<file path="src/hw/globalHistory.sv">
`timescale 1ns/100ps

module globalHistory #(
    parameter int histBits = 6
) (
    input  logic                clk,
    input  logic                arstN,
    input  logic                shiftEn,
    input  logic                outcome,
    output logic [histBits-1:0] history
);

    logic [histBits-1:0] histReg;
    logic [histBits-1:0] histNext;

    // newest outcome enters at bit 0, oldest falls off the top
    always_comb begin
        histNext = histReg;
        if (shiftEn) begin
            histNext = {histReg[histBits-2:0], outcome};
        end
    end

    always_ff @(posedge clk or negedge arstN) begin
        if (!arstN) begin
            histReg <= '0;
        end else begin
            histReg <= histNext;
        end
    end

    assign history = histReg;

endmodule

</file>
<file path="config.mk">
export PLATFORM = sky130hd
export DESIGN_NAME = globalHistory
export DESIGN_NICKNAME = d
export VERILOG_FILES = /design/src/hw/globalHistory.sv
export SDC_FILE = /design/constraint.sdc
export NUM_CORES = 1
export LEC_CHECK = 0
export BUFFER_PORTS_ARGS = -buffer_cell sky130_fd_sc_hd__buf_2
export CAP_MARGIN = 20
export CORE_AREA = 4 4 41 43
export CTS_CLUSTER_DIAMETER = 80
export DETAILED_ROUTE_END_ITERATION = 12
export DIE_AREA = 0 0 45 47
export SKIP_LAST_GASP = 1
export SYNTH_ARGS = -nofsm -noshare
export SYNTH_HDL_FRONTEND = slang
export SYNTH_SLANG_ARGS = --single-unit
</file>
<file path="constraint.sdc">
create_clock -name clk -period 1.82 [get_ports clk]
set_input_delay 0.364 -clock clk [delete_from_list [all_inputs] [get_ports clk]]
set_output_delay 0.364 -clock clk [all_outputs]
set_load 0.03 [all_outputs]
</file>
==> results of run 1 <==
-- worst paths after layout --
| path | cells past startpoint | start | slack [ps] | endpoint |
|---|---|---|---|---|
| setup / recovery | 1 | history[4] | 640 | history[4] |
| hold / removal | 2 | outcome | 370 | history[0] |
| setup reg to reg | 1 | history[0] | 1040 | history[0] |
| hold reg to reg | 1 | history[5] | 520 | history[5] |
| max in group asynchronous | 2 | arstN | 1210 | history[0] |
| min in group asynchronous | 2 | arstN | 470 | history[5] |
-- cell usage in the layout, fill, tap and decap left out --
| cell type | n |
|---|---|
| clkbuf_4 | 3 |
| buf_2 | 9 |
| mux2_4 | 6 |
| dlygate4sd3_1 | 1 |
| dfrtp_1 | 6 |
-- stage by stage --
step           utilization [%]  hold slack [ps]  area, um^2
6_report                 25.87            366.1       336.6
3_3_place_gp             23.37            188.0       304.0
5_1_grt                  25.87            360.7       336.6
3_5_place_dp             23.37            194.6       304.0
2_1_floorplan                -            68.41       251.5
4_1_cts                  25.87            361.3       336.6
-- synth_stat cells, drive strengths merged --
master  number  area, um^2
dfrtp        6       150.1
buf          1       11.26
mux2         6       90.09
-- power by group through the flow --
stage	Sequential (uW)	Combinational [uW]	Clock (uW)
after floorplan	244	49.6	0
after global placement	185	148	0
after detailed placement	188	149	0
after CTS	186	151	124
after global routing	189	156	130
final	186	149	116
-- cell families (layout without fill, tap and decap cells) --
| logic type | count (synthesis) | count (layout) | share of synthesized area (%) |
|---|---|---|---|
| buffers and inverters | 1 | 13 | 4.477 |
| muxes | 6 | 6 | 35.82 |
| DFF | 6 | 6 | 59.70 |
-- routing by layer --
metal,global-route usage (%),wire length (um),vias up
met5,0,0,-
met4,5.263,0,0
met3,4.598,75,0
met2,5.650,160,12
met1,5.568,186,72
li1,-,-,72
-- area by class of cell --
type / count / area, um^2
timing repair buffer: 10 / 55.05
tap: 15 / 18.77
sequential: 6 / 150.1
clock buffer: 3 / 22.52
fill: 141 / 964.7
multi-input combinational: 6 / 90.09
-- timing repair --
action,in CTS,in global routing
hold buffers,1,0
endpoints found under the hold margin,6,0
setup buffers,0,0
==> summary.txt, run 1 <==
first-pass GRT wire length -> 662 um
WS Path Type -> flop to output pin
CTS max path bufs -> 2
die height -> 47 um
# diodes -> 0
P_int -> 301.6 uW
CTS root buffer -> clkbuf_4
GRT overflow -> 0
Gates resized, CTS repair -> 0
nets -> 31
via/cell ratio -> 3.900
Die Footprint -> 2115 um^2
Worst IR Drop VDD -> 0.4387 mV
htree depth -> 1
num rows -> 13
Final setup viols -> 0
layout cells sized above 1 -> 72.00%
# DRC -> 0
CP bufs+invs -> 1
leakage power total -> 0.0001739 uW
relative slew slack -> 87.38%
PwrDens -> 1340 nW/um^2
Via Count -> 156
Cell variety after synth -> 3
fin crit share -> 64.87%
flip-flop count of the largest register after layout -> 6
clock power share -> 25.7%
Final Hold Viols -> 0
I/O Pins -> 10
crit path max fanout -> 3
Sw Share -> 33.15%
initial DRC count -> 0
GR Util All Layers -> 5.171%
Arrival @ worst endpoint -> 820 ps
DR WL/cell -> 10.55 um
Syn Area/Cell -> 19.35 um^2
Worst setup EP type -> output pin
FMAX -> 847.0 MHz
Hold WC Path Type -> primary input to flop
crit path cell chain -> buf_2
CP top delay family -> flip-flops
outcome -> finished, final reports clean
critical path launch point type -> flop
pre-CTS setup slack -> 812.1 ps
combinational share of power -> 33.0%
Synth Warn # -> 0
Clock transition at path regs -> 40 ps
Worst-Skew Late Latency -> 240 ps
Slew @ Worst Pin -> 189.3 ps
sw power -> 149.5 uW
Max stage delay on crit path -> 370 ps
CORE AREA -> 1301 um^2
CTS tree -> done
RSZ-0062 raised after global routing -> no
Post-Syn Instances -> 13
Placed Instances -> 36
mapped cell area -> 251.5 um^2
WP data required -> 1460 ps
antenna violations before repair -> 0
CTS Buf Count -> 3
Crit-path slowest cell -> dfrtp_1
Seq/Total Area, Yosys -> 59.70%
vias in the first global route -> 166
first drt pass iteration count -> 1
Worst Slack Setup Final -> 639.3 ps
pin count of the biggest net entering global routing -> 7
Starting Density -> 19.33%
final slew viol count -> 0
placer congestion estimate -> 0.5421
Total Power -> 451.2 uW
sequential power share -> 41.3%
FF+latch count, synth -> 6
ANT nets after route -> 0
skew final -> 1.999 ps
Mapped Nets -> 17
Sink Count -> 6
area grow syn2layout -> 33.83%
final setup TNS -> 0 ps
WL final -> 422 um
post-layout min period -> 1181 ps
Die Wd -> 45 um
max-cap violations -> 0
input/output buffers -> 9
Post-Layout Cell Count -> 40
No activity file was read; power rests on OpenSTA's default activity.
==> inputs of run 2 (changes only) <==
==> constraint.sdc (replaced) <==
create_clock -name clk -period 1.2 [get_ports clk]
set_input_delay 0.24 -clock clk [delete_from_list [all_inputs] [get_ports clk]]
set_output_delay 0.24 -clock clk [all_outputs]
set_load 0.03 [all_outputs]
==> run 2 against run 1 <==
Register-to-register slack worse by 620 ps. Global-route usage rose by 0.32 points. Critical path depth is the same. Highest routed layer unchanged.
==> summary.txt, run 2 (same netlist as run 1, synthesis figures left out) <==
fin crit share -> 89.02%
relative slew slack -> 87.65% (+0.27 points)
die height -> 47 um (unchanged)
GRT overflow -> 0 (unchanged)
critical path launch point type -> flop
max-cap violations -> 0 (unchanged)
Via Count -> 149 (-4.5%)
ANT nets after route -> 0 (unchanged)
wl on met1 -> 226 um (+22%)
layout cells sized above 1 -> 72.00% (unchanged)
flip-flop count of the largest register after layout -> 6 (unchanged)
first-pass GRT wire length -> 738 um (+11%)
Arrival @ worst endpoint -> 830 ps (about the same)
post-route cell area -> 336.6 um^2 (unchanged)
final setup TNS -> 0 ps (unchanged)
met2 WL -> 141 um (-12%)
CORE AREA -> 1301 um^2 (unchanged)
antenna violations before repair -> 0 (unchanged)
Hold WC Path Type -> primary input to flop
CTS root buffer -> clkbuf_4
WP data required -> 960 ps (-500 ps)
HPWL Detailed -> 329.1 um
commonest non-fill, non-tap cell in the layout -> buf_2
CP startpoint -> history[4]
leakage power total -> 0.0001739 uW (unchanged)
crit path max fanout -> 3 (unchanged)
Worst IR Drop VDD -> 0.6878 mV (+57%)
Clock transition at path regs -> 50 ps (about the same)
met3 wire len -> 66 um (-12%)
Die Footprint -> 2115 um^2 (unchanged)
via/cell ratio -> 3.725 (-4.5%)
CTS Buf Count -> 3 (unchanged)
Placed Instances -> 36 (unchanged)
CTS max path bufs -> 2 (unchanged)
initial DRC count -> 2 (+2)
GR Util All Layers -> 5.489% (+0.32 points)
Fin Hold WS -> 229.2 ps (-136.9 ps)
first drt pass iteration count -> 2 (+1)
PwrDens -> 2064 nW/um^2 (+54%)
crit path cell chain -> buf_2
Worst-Skew Late Latency -> 240 ps (about the same)
# DRC -> 0 (unchanged)
Final Hold Viols -> 0 (unchanged)
vias in the first global route -> 172 (+3.6%)
most frequent cells in the layout -> buf_2 (9), mux2_4 (6), dfrtp_1 (6)
Die Wd -> 45 um (unchanged)
Sink Count -> 6 (unchanged)
Post-Layout Cell Count -> 40 (unchanged)
pin count of the biggest net entering global routing -> 7 (unchanged)
WL final -> 435 um (+3.1%)
RSZ-0062 raised after global routing -> no
Final setup viols -> 0 (unchanged)
Starting Density -> 19.33% (unchanged)
WS Path Type -> flop to output pin
Util after Layout -> 25.87% (unchanged)
FMAX -> 936.1 MHz
Cell Area, Placed -> 304.0 um^2 (unchanged)
DR WL/cell -> 10.88 um (+3.1%)
CP top delay family -> flip-flops
Worst Hold Launch -> outcome
Worst setup EP type -> output pin
post-layout min period -> 1068 ps
Slew @ Worst Pin -> 185.3 ps (-4.002 ps)
placer congestion estimate -> 0.5405 (-0.30%)
nets -> 31 (unchanged)
worst reg2reg startpoint -> history[4]
CTS tree -> done
input/output buffers -> 9 (unchanged)
outcome -> finished, final reports clean
skew final -> 1.607 ps (-0.3917 ps)
highest routed metal layer -> met3
htree depth -> 1 (unchanged)
Max stage delay on crit path -> 370 ps (about the same)
Crit-path slowest cell -> dfrtp_1
I/O Pins -> 10 (unchanged)
final slew viol count -> 0 (unchanged)
num rows -> 13 (unchanged)
area grow syn2layout -> 33.83% (unchanged)
# diodes -> 0 (unchanged)
CP bufs+invs -> 1 (unchanged)
## run 2: cell counts in the layout (fill, tap and decap cells not counted)
Identical to the previous run, type by type.
## run 2: metal layers
layer	track usage, %	vias up
li1	-	71
met1	7.425	68
met2	5.367	10
met3	3.448	0
met4	5.263	0
met5	0	-
## run 2: final cells by class
class / count / area, um^2
Multi-Input combinational cell: 6 / 90.09
Clock buffer: 3 / 22.52
Fill cell: 141 / 964.7
Tap cell: 15 / 18.77
Timing Repair Buffer: 10 / 55.05
Sequential cell: 6 / 150.1
## run 2: path summary, 6_finish.rpt
path                            slack [ps]  depth (start not counted)         end
worst max-delay path                   130                          1  history[4]
worst min-delay path                   230                          2  history[0]
worst max register to register         420                          1  history[4]
worst min register to register         520                          1  history[5]
max in group asynchronous              710                          2  history[0]
min in group asynchronous              350                          2  history[4]
## run 2: through the flow
stage          worst slack (ps)  total power (uW)
2_1_floorplan             300.0             445.3
3_3_place_gp              339.2             505.8
6_report                  131.8             694.7
5_1_grt                   82.51             734.3
4_1_cts                   123.0             703.4
3_5_place_dp              325.0             508.8
## run 2: power by group
group | internal, uW | switching (uW)
registers | 248 | 34.7
clock network | 113 | 74.2
logic | 96.5 | 128
total | 458 | 237
## run 2: what timing repair did
item,4_1_cts,5_1_grt
buffers inserted,0,0
resized for setup,0,0
endpoints found under the hold margin,6,0
hold buffers,1,0
