<file path="src/hw/bpuPkg.sv">
package bpuPkg;

    // kind of control transfer held in a table entry
    // brImme covers the conditional branches
    typedef enum logic [1:0] {
        brNone = 2'd0,
        brCall = 2'd1,
        brRetn = 2'd2,
        brImme = 2'd3
    } branchType;

    // two-bit saturating counter, ordered from strong not taken to strong taken
    // bit 1 set means predict taken
    typedef enum logic [1:0] {
        ctrStrongNt = 2'd0,
        ctrWeakNt   = 2'd1,
        ctrWeakT    = 2'd2,
        ctrStrongT  = 2'd3
    } counterState;

endpackage

</file>
<file path="src/hw/predictStage.sv">
`timescale 1ns/100ps

module predictStage import bpuPkg::*; #(
    parameter int indexBits = 4,
    parameter int histBits  = 6
) (
    input  logic                  clk,
    input  logic                  arstN,
    input  logic                  fetchWr,
    input  logic                  fetchFlush,
    input  logic [31:0]           fetchPc,
    input  logic [29-indexBits:0] rdTag,
    input  logic [31:0]           rdTarget,
    input  branchType             rdType,
    input  counterState           rdCount,
    input  logic [histBits-1:0]   history,
    output logic [31:0]           predTarget,
    output logic                  predTaken,
    output branchType             predType,
    output counterState           predCount,
    output logic                  predHit,
    output logic                  predValid,
    output logic [histBits-1:0]   predHistory
);

    // captured table entry
    logic [29-indexBits:0] entryTag;
    logic [31:0]           entryTarget;
    branchType             entryType;
    counterState           entryCount;

    // captured fetch side
    logic [29-indexBits:0] pcTag;
    logic [31:0]           pcAdd8;
    logic [histBits-1:0]   histReg;
    logic                  validReg;

    logic hit;

    always_ff @(posedge clk or negedge arstN) begin
        if (!arstN) begin
            entryTag    <= '0;
            entryTarget <= '0;
            entryType   <= brNone;
            entryCount  <= ctrStrongNt;
            pcTag       <= '0;
            pcAdd8      <= 32'd8;
            histReg     <= '0;
            validReg    <= 1'b0;
        end else if (fetchFlush) begin
            // flush wins over a capture in the same cycle
            entryTag    <= '0;
            entryTarget <= '0;
            entryType   <= brNone;
            entryCount  <= ctrStrongNt;
            pcTag       <= '0;
            pcAdd8      <= 32'd8;
            histReg     <= '0;
            validReg    <= 1'b0;
        end else if (fetchWr) begin
            entryTag    <= rdTag;
            entryTarget <= rdTarget;
            entryType   <= rdType;
            entryCount  <= rdCount;
            pcTag       <= fetchPc[31:indexBits+2];
            pcAdd8      <= fetchPc + 32'd8;
            histReg     <= history;
            validReg    <= 1'b1;
        end
    end

    // a cleared register must not look like a hit on tag zero
    assign hit = validReg && (entryTag == pcTag);

    always_comb begin
        predTarget = pcAdd8;
        predTaken  = 1'b0;
        if (hit) begin
            unique case (entryType)
                brCall, brRetn: begin
                    // no return stack, returns reuse the stored target
                    predTarget = entryTarget;
                    predTaken  = 1'b1;
                end
                brImme: begin
                    if (entryCount[1]) begin
                        predTarget = entryTarget;
                        predTaken  = 1'b1;
                    end
                end
                default: begin
                    predTarget = pcAdd8;
                    predTaken  = 1'b0;
                end
            endcase
        end
    end

    assign predType    = hit ? entryType : brNone;
    assign predCount   = entryCount;
    assign predHit     = hit;
    assign predValid   = validReg;
    assign predHistory = histReg;

endmodule

</file>
<file path="config.mk">
export PLATFORM = sky130hd
export DESIGN_NAME = predictStage
export DESIGN_NICKNAME = d
export VERILOG_FILES = /design/src/hw/bpuPkg.sv /design/src/hw/predictStage.sv
export SDC_FILE = /design/constraint.sdc
export NUM_CORES = 1
export LEC_CHECK = 0
export BUFFER_PORTS_ARGS = -buffer_cell sky130_fd_sc_hd__buf_4
export CELL_PAD_IN_SITES_DETAIL_PLACEMENT = 1
export CELL_PAD_IN_SITES_GLOBAL_PLACEMENT = 1
export CORE_UTILIZATION = 38
export CTS_BUF_LIST = sky130_fd_sc_hd__clkbuf_16
export CTS_CLUSTER_SIZE = 20
export DETAILED_ROUTE_END_ITERATION = 8
export PLACE_DENSITY_LB_ADDON = 0.15
export SLEW_MARGIN = 30
export SYNTH_ARGS = -nofsm -noshare
export SYNTH_HDL_FRONTEND = slang
export SYNTH_SLANG_ARGS = --single-unit
</file>
<file path="constraint.sdc">
create_clock -name clk -period 2.31 [get_ports clk]
set_input_delay 0.1155 -clock clk [delete_from_list [all_inputs] [get_ports clk]]
set_output_delay 0.1155 -clock clk [all_outputs]
set_load 0.05 [all_outputs]
</file>
==> results of run 1 <==
[per-layer routing]
metal | global-route usage | wire, µm | part of all wire | up-vias
li1 | - | - | - | 2544
met1 | 0.3113 | 9091 | 0.44 | 2755
met2 | 0.4410 | 10830 | 0.52 | 114
met3 | 0.03895 | 536 | 0.026 | 16
met4 | 0.08550 | 303 | 0.015 | 0
met5 | 0 | 0 | 0 | -
[per-stage QoR]
step / worst slack, ns / instances / utilization
4_1_cts: -0.7573 / 1057 / 0.6067
3_3_place_gp: -0.3151 / 939 / 0.5042
6_report: -0.7224 / 1062 / 0.6136
2_1_floorplan: -0.1536 / 581 / -
5_1_grt: -0.7780 / 1062 / 0.6136
3_5_place_dp: -0.3139 / 939 / 0.5042
[logic make-up (layout without fill, tap and decap cells)]
kind of cell    after synthesis  in the layout  share of synthesized area
mux                          98             98                     0.1579
fa+ha+maj                     3              3                   0.006042
compound gates               66             66                    0.08437
xor+xnor                     48             48                    0.06766
flops                       127            127                     0.5117
buf+inv                      45            310                    0.03222
simple gates                194            194                     0.1402
[worst max-delay path, cell delays in order, from the launching register on]
cell and delay [ns]:
dfrtp_1 0.38, xnor2_1 0.19, nand4_1 0.17, or4_4 0.55, or4_4 0.57, clkbuf_16 0.22, a22o_4 0.25, buf_6 0.15
[cell usage in the layout, fill, tap and decap left out, types with 4 or more instances in the layout]
cell type / instances
dfrtp_1: 125
bufinv_16: 5
nand4_1: 12
inv_1: 4
a22o_4: 30
buf_12: 6
a311oi_1: 5
o21ai_0: 6
a211oi_1: 22
xnor2_1: 22
and3_1: 5
nand3_1: 12
nor2_1: 128
buf_6: 32
buf_4: 149
mux2i_1: 98
nand2_1: 13
dlygate4sd3_1: 84
xor2_1: 26
clkbuf_16: 20
or3_1: 6
clkinv_2: 4
[Yosys cell counts, drive strengths merged]
library cell,count,area share
nor2,129,0.078
dfrtp,126,0.51
mux2i,98,0.16
a22o,32,0.045
clkbuf,30,0.018
xor2,26,0.037
a211oi,22,0.027
xnor2,22,0.031
nand2,13,0.0079
buf,12,0.012
nand3,12,0.0097
nand4,12,0.012
o21ai,6,0.0048
or3,6,0.0060
a311oi,5,0.0070
and3,5,0.0050
nor3,4,0.0040
nor4,4,0.0060
and4,3,0.0042
ha,3,0.0060
inv,3,0.0018
or4,2,0.0030
a21oi,1,0.00080
and2,1,0.0010
dfstp,1,0.0042
nand2b,1,0.0010
nand3b,1,0.0012
nor2b,1,0.0010
[flip-flops by register name (all words and copies together) (netlist names)]
signal / cells
entryTag: 26
entryTarget: 32
entryType: 2
pcAdd8: 32
pcTag: 26
predCount: 2
predHistory: 6
predValid: 1
[report_power, final]
part	internal (W)	switching [W]
registers	0.00236	0.000113
logic	0.000576	0.000605
clock network	0.00189	0.000986
total	0.00482	0.00170
[path summary, 6_finish.rpt]
| check | startpoint | endpoint | slack, ns | depth (start not counted) |
|---|---|---|---|---|
| setup / recovery | entryTag[2] | predTarget[1] | -0.72 | 7 |
| hold / removal | fetchPc[11] | pcTag[5] | 0.02 | 3 |
| setup reg to reg | entryTag[10] | entryTag[10] | 1.33 | 4 |
| hold reg to reg | predCount[0] | predCount[0] | 0.53 | 2 |
| max in group asynchronous | arstN | pcTag[2] | 1.31 | 3 |
| min in group asynchronous | arstN | entryTarget[9] | 0.21 | 2 |
[what timing repair did]
action                                  in CTS  in global routing
hold endpoints to repair                   132                  0
pin swaps                                    4                  6
resized for setup                           38                  9
gates cloned                                 0                  3
endpoints found under the setup margin      36                 36
hold buffers                                84                  0
buffers inserted                             2                  3
[cell type report]
type	count	area, µm²
multi-input cells	409	3166
clock inverters	15	200.2
inverters	3	11.26
flip-flops and latches	127	3181
clock buffers	17	425.4
fillers	1662	6160
well taps	216	270.3
repair buffers	275	2530
==> flow_metrics.env, run 1 <==
export IMPL_status="complete, but fails checks"
export IMPL_violations="setup timing"
export IMPL_drive_gt1_frac=0.3121
export IMPL_synthCells=581
export IMPL_initial_utilization=0.3897
export IMPL_finalHoldViolCount=0
export IMPL_stdcell_area_mm2=0.009783
export IMPL_syn_nets=688
export IMPL_antenna_found_initial=0
export IMPL_setup_tns_ns=-23.57
export IMPL_maxCapViolCount=0
export IMPL_max_freq_mhz=329.8
export IMPL_ys_types=33
export IMPL_wirelength_mm=20.76
export IMPL_path_clk_slew_ns=0.05
export IMPL_crit_fanout=11
export IMPL_die_x_um=129.9
export IMPL_slew_headroom=0.6597
export IMPL_place_area_mm2=0.008039
export IMPL_die_area_mm2=0.01687
export IMPL_setup_violations=36
export IMPL_avgSynthCellArea_um2=10.69
export IMPL_diodes=0
export IMPL_rows=46
export IMPL_start_kind="register"
export IMPL_cts_tree="built"
export IMPL_cp_end_kind="output port"
export IMPL_synth_yosys_seq_area_share=0.5117
export IMPL_p_per_area_mw_per_mm2=667.0
export IMPL_place_gp_congestion=0.7697
export IMPL_ys_warn_count=0
export IMPL_rsz0062_at_grt="true"
export IMPL_io_buffers=148
export IMPL_cts_root_buf="clkbuf_16"
export IMPL_setup_slack_ns=-0.7224
export IMPL_ant_nets=0
export IMPL_dr_pass1_iters=5
export IMPL_grt_pass1_vias=5842
export IMPL_fin_hold_ws_ns=0.01542
export IMPL_grt_max_degree=70
export IMPL_num_vias=5429
export IMPL_critPathKind="register to output port"
export IMPL_worstHoldPathType="input port to register"
export IMPL_h_tree_depth=4
export IMPL_routedWlPerCell_um=19.55
export IMPL_netlist_area_mm2=0.006213
export IMPL_core_mm2=0.01594
export IMPL_grt_usage=0.2498
export IMPL_period_share=1.313
export IMPL_period_needed_ns=3.032
export IMPL_grt_pass1_wl_mm=31.34
export IMPL_syn2layout_area_growth_pct=57.45
export IMPL_cp_required_ns=2.19
export IMPL_power_w=0.006525
export IMPL_grt_ovfl_total=0
export IMPL_dp_hpwl_mm=12.89
export IMPL_drc=0
export IMPL_clockBufferDepth=2
export IMPL_worstMarginPinSlew_ns=0.5105
export IMPL_first_iter_violations=224
export IMPL_clock_skew_ns=0
export IMPL_numCtsBuffers=17
export IMPL_synth_seq_cells=127
export IMPL_cts_sinks=127
export IMPL_critPathArrivalTime_ns=2.92
export IMPL_ios=149
export IMPL_worst_ir_drop_vdd_uv=595.1
export IMPL_clk_latency_ns=0.42
export IMPL_slew_violations=0
export IMPL_p_leak_nw=4.753
export IMPL_via_per_inst=5.112
export IMPL_die_h_um=129.9
export IMPL_nets=940
Power figures use the tool's default switching activity.
==> run 2, diff against run 1 <==
Settings changed: CORE_UTILIZATION 38 to 39, CTS_BUF_LIST sky130_fd_sc_hd__clkbuf_16 to sky130_fd_sc_hd__clkbuf_4, SKIP_LAST_GASP set to 1.
==> run 2 against run 1 <==
The run still ends with setup timing left. Worst setup slack worse by 0.18 ns. Sequential share of layout area down 0.78 points. Non-clock buffer count rose by 46. Via count grew 5.2%. Fmax shrank 5.6%. Flip-flop and latch count unchanged. Cell count increased by 4.0%. Register-to-register slack got worse by 0.40 ns. Largest power group is now registers. Die area decreased by 2.5%. Critical path depth is the same.
==> flow_metrics.env, run 2 (synthesis gave the netlist of run 1 again) <==
export IMPL_max_stage_delay_ns=0.56
export IMPL_slew_violations=0
export IMPL_status="complete, but fails checks"
export IMPL_slew_headroom=0.6856
export IMPL_syn2layout_area_growth_pct=61.32
export IMPL_dr_pass1_iters=4
export IMPL_path_common_cell="or4_4"
export IMPL_crit_path_start="entryTag[16]"
export IMPL_place_area_mm2=0.008048
export IMPL_r2r_slack_ns=0.93
export IMPL_die_x_um=128.2
export IMPL_utilization=0.6521
export IMPL_die_h_um=128.2
export IMPL_swShare=0.2966
export IMPL_io_buffers=148
export IMPL_cts_sinks=127
export IMPL_combPwrFrac=0.241
export IMPL_critPathKind="register to output port"
export IMPL_drc=0
export IMPL_num_vias=5709
export IMPL_power_w=0.005321
export IMPL_p_sw_w=0.001578
export IMPL_start_kind="register"
export IMPL_finalHoldViolCount=0
export IMPL_routedWlPerCell_um=20.27
export IMPL_cp_end_kind="output port"
export IMPL_numCtsBuffers=17
export IMPL_p_per_area_mw_per_mm2=530.8
export IMPL_path_cells="xnor2_1 > nand4_1 > or4_4 > or4_4 > bufbuf_16 > a22o_4 > buf_8"
export IMPL_h_tree_depth=4
export IMPL_path_clk_slew_ns=0.12
export IMPL_clock_skew_ns=0
export IMPL_worstHoldStart="fetchFlush"
export IMPL_critPathCapture="predTarget[17]"
export IMPL_placedCellCount=936
export IMPL_stdcell_area_mm2=0.01002
export IMPL_multi_input_area_mm2=0.003182
export IMPL_dp_hpwl_mm=13.09
export IMPL_grt_pass1_vias=6496
export IMPL_grt_usage=0.2865
export IMPL_nets=986
export IMPL_fin_cells=1104
export IMPL_r2r_cells=3
export IMPL_rsz0062_at_grt="true"
export IMPL_clockBufferDepth=2
export IMPL_period_share=1.390
export IMPL_worstMarginPinSlew_ns=0.4715
export IMPL_reg2reg_from="entryTarget[25]"
export IMPL_first_iter_violations=203
export IMPL_rows=45
export IMPL_via_per_inst=5.171
export IMPL_p_clk_frac=0.295
export IMPL_ios=149
export IMPL_p_leak_nw=4.881
export IMPL_ant_nets=0
export IMPL_setup_slack_ns=-0.9011
export IMPL_critPathArrivalTime_ns=3.10
export IMPL_r2r_end="entryTarget[25]"
export IMPL_mostFrequentLayoutCell="buf_4"
export IMPL_drive_gt1_frac=0.3027
export IMPL_max_freq_mhz=311.4
export IMPL_grt_max_degree=64
export IMPL_fillers=1597
export IMPL_period_needed_ns=3.211
export IMPL_cts_tree="built"
export IMPL_antenna_found_initial=1
export IMPL_cts_root_buf="clkbuf_4"
export IMPL_cp_required_ns=2.19
export IMPL_reg_top3="entryTarget (32), pcAdd8 (32)"
export IMPL_wirelength_mm=22.38
export IMPL_maxCapViolCount=0
export IMPL_setup_violations=36
export IMPL_intPower_w=0.003743
export IMPL_violations="setup timing"
export IMPL_die_area_mm2=0.01644
export IMPL_ff_latch_area_mm2=0.003181
export IMPL_cp_slowest_cell="or4_4"
export IMPL_p_seq_frac=0.464
export IMPL_worst_ir_drop_vdd_uv=364.4
export IMPL_worstHoldPathType="input port to register"
export IMPL_clk_latency_ns=0.54
export IMPL_grt_pass1_wl_mm=35.14
export IMPL_initial_utilization=0.4042
export IMPL_place_gp_congestion=0.8006
export IMPL_grt_ovfl_total=0
export IMPL_crit_fanout=6
export IMPL_core_mm2=0.01537
export IMPL_layout_cells_most_common_list="buf_4 (144), nor2_1 (128), dfrtp_1 (125), dlygate4sd3_1 (124), mux2i_1 (98)"
## run 2: worst min path at each step
stage | slack (ns) | cells past startpoint | endpoint
2_1_floorplan | -0.18 | 0 | entryTag[0]
3_3_place_gp | 0.06 | 1 | entryTarget[10]
3_5_place_dp | 0.06 | 1 | entryTarget[10]
4_1_cts | 0.0004 | 2 | entryTarget[13]
5_1_grt | -0.004 | 3 | pcAdd8[30]
6_report | 0.03 | 2 | pcAdd8[29]
## run 2: layer usage
metal | track usage | up-vias | part of all wire
li1 | - | 2633 | -
met1 | 0.3367 | 2902 | 0.42
met2 | 0.5208 | 140 | 0.53
met3 | 0.05927 | 34 | 0.030
met4 | 0.08789 | 0 | 0.017
met5 | 0 | - | 0
## run 2: layout make-up
class,instances,share of cell area
Tap cell,211,0.02634
Timing Repair Buffer,321,0.3092
Antenna cell,1,0.0002497
Inverter,3,0.001123
Clock buffer,18,0.01348
Sequential cell,127,0.3173
Multi-Input combinational cell,409,0.3174
Clock inverter,14,0.01485
## run 2: through the flow
stage	hold WS [ns]	setup TNS [ns]	setup WS (ns)
floorplan	-0.1801	-5.019	-0.1536
global placement	0.05869	-10.48	-0.3567
detailed placement	0.06489	-12.68	-0.4211
CTS	0.0003615	-29.99	-0.9136
global route	-0.004112	-32.95	-1.031
finish	0.03124	-27.75	-0.9011
## run 2: critical path, delay by kind of cell (launching register included)
kind | cells | cell delay [ns]
simple gates | 3 | 1.22
buf+inv | 2 | 0.46
flops | 1 | 0.43
compound gates | 1 | 0.26
xor+xnor | 1 | 0.16
## run 2: repair_timing
item / 4_1_cts / 5_1_grt
resized for setup: 56 / 18
pin swaps: 12 / 5
setup endpoints to repair: 36 / 36
endpoints found under the hold margin: 252 / 0
buffers inserted: 8 / 0
hold buffers: 124 / 0
gates cloned: 4 / 1
## run 2: power by group through the flow
stage	sequential (W)	combinational [W]	clock, W
after global placement	0.00250	0.000990	0
final	0.00247	0.00128	0.00157
after detailed placement	0.00250	0.00102	0
after floorplan	0.00250	0.000567	0
after CTS	0.00246	0.00124	0.00160
after global routing	0.00248	0.00136	0.00170
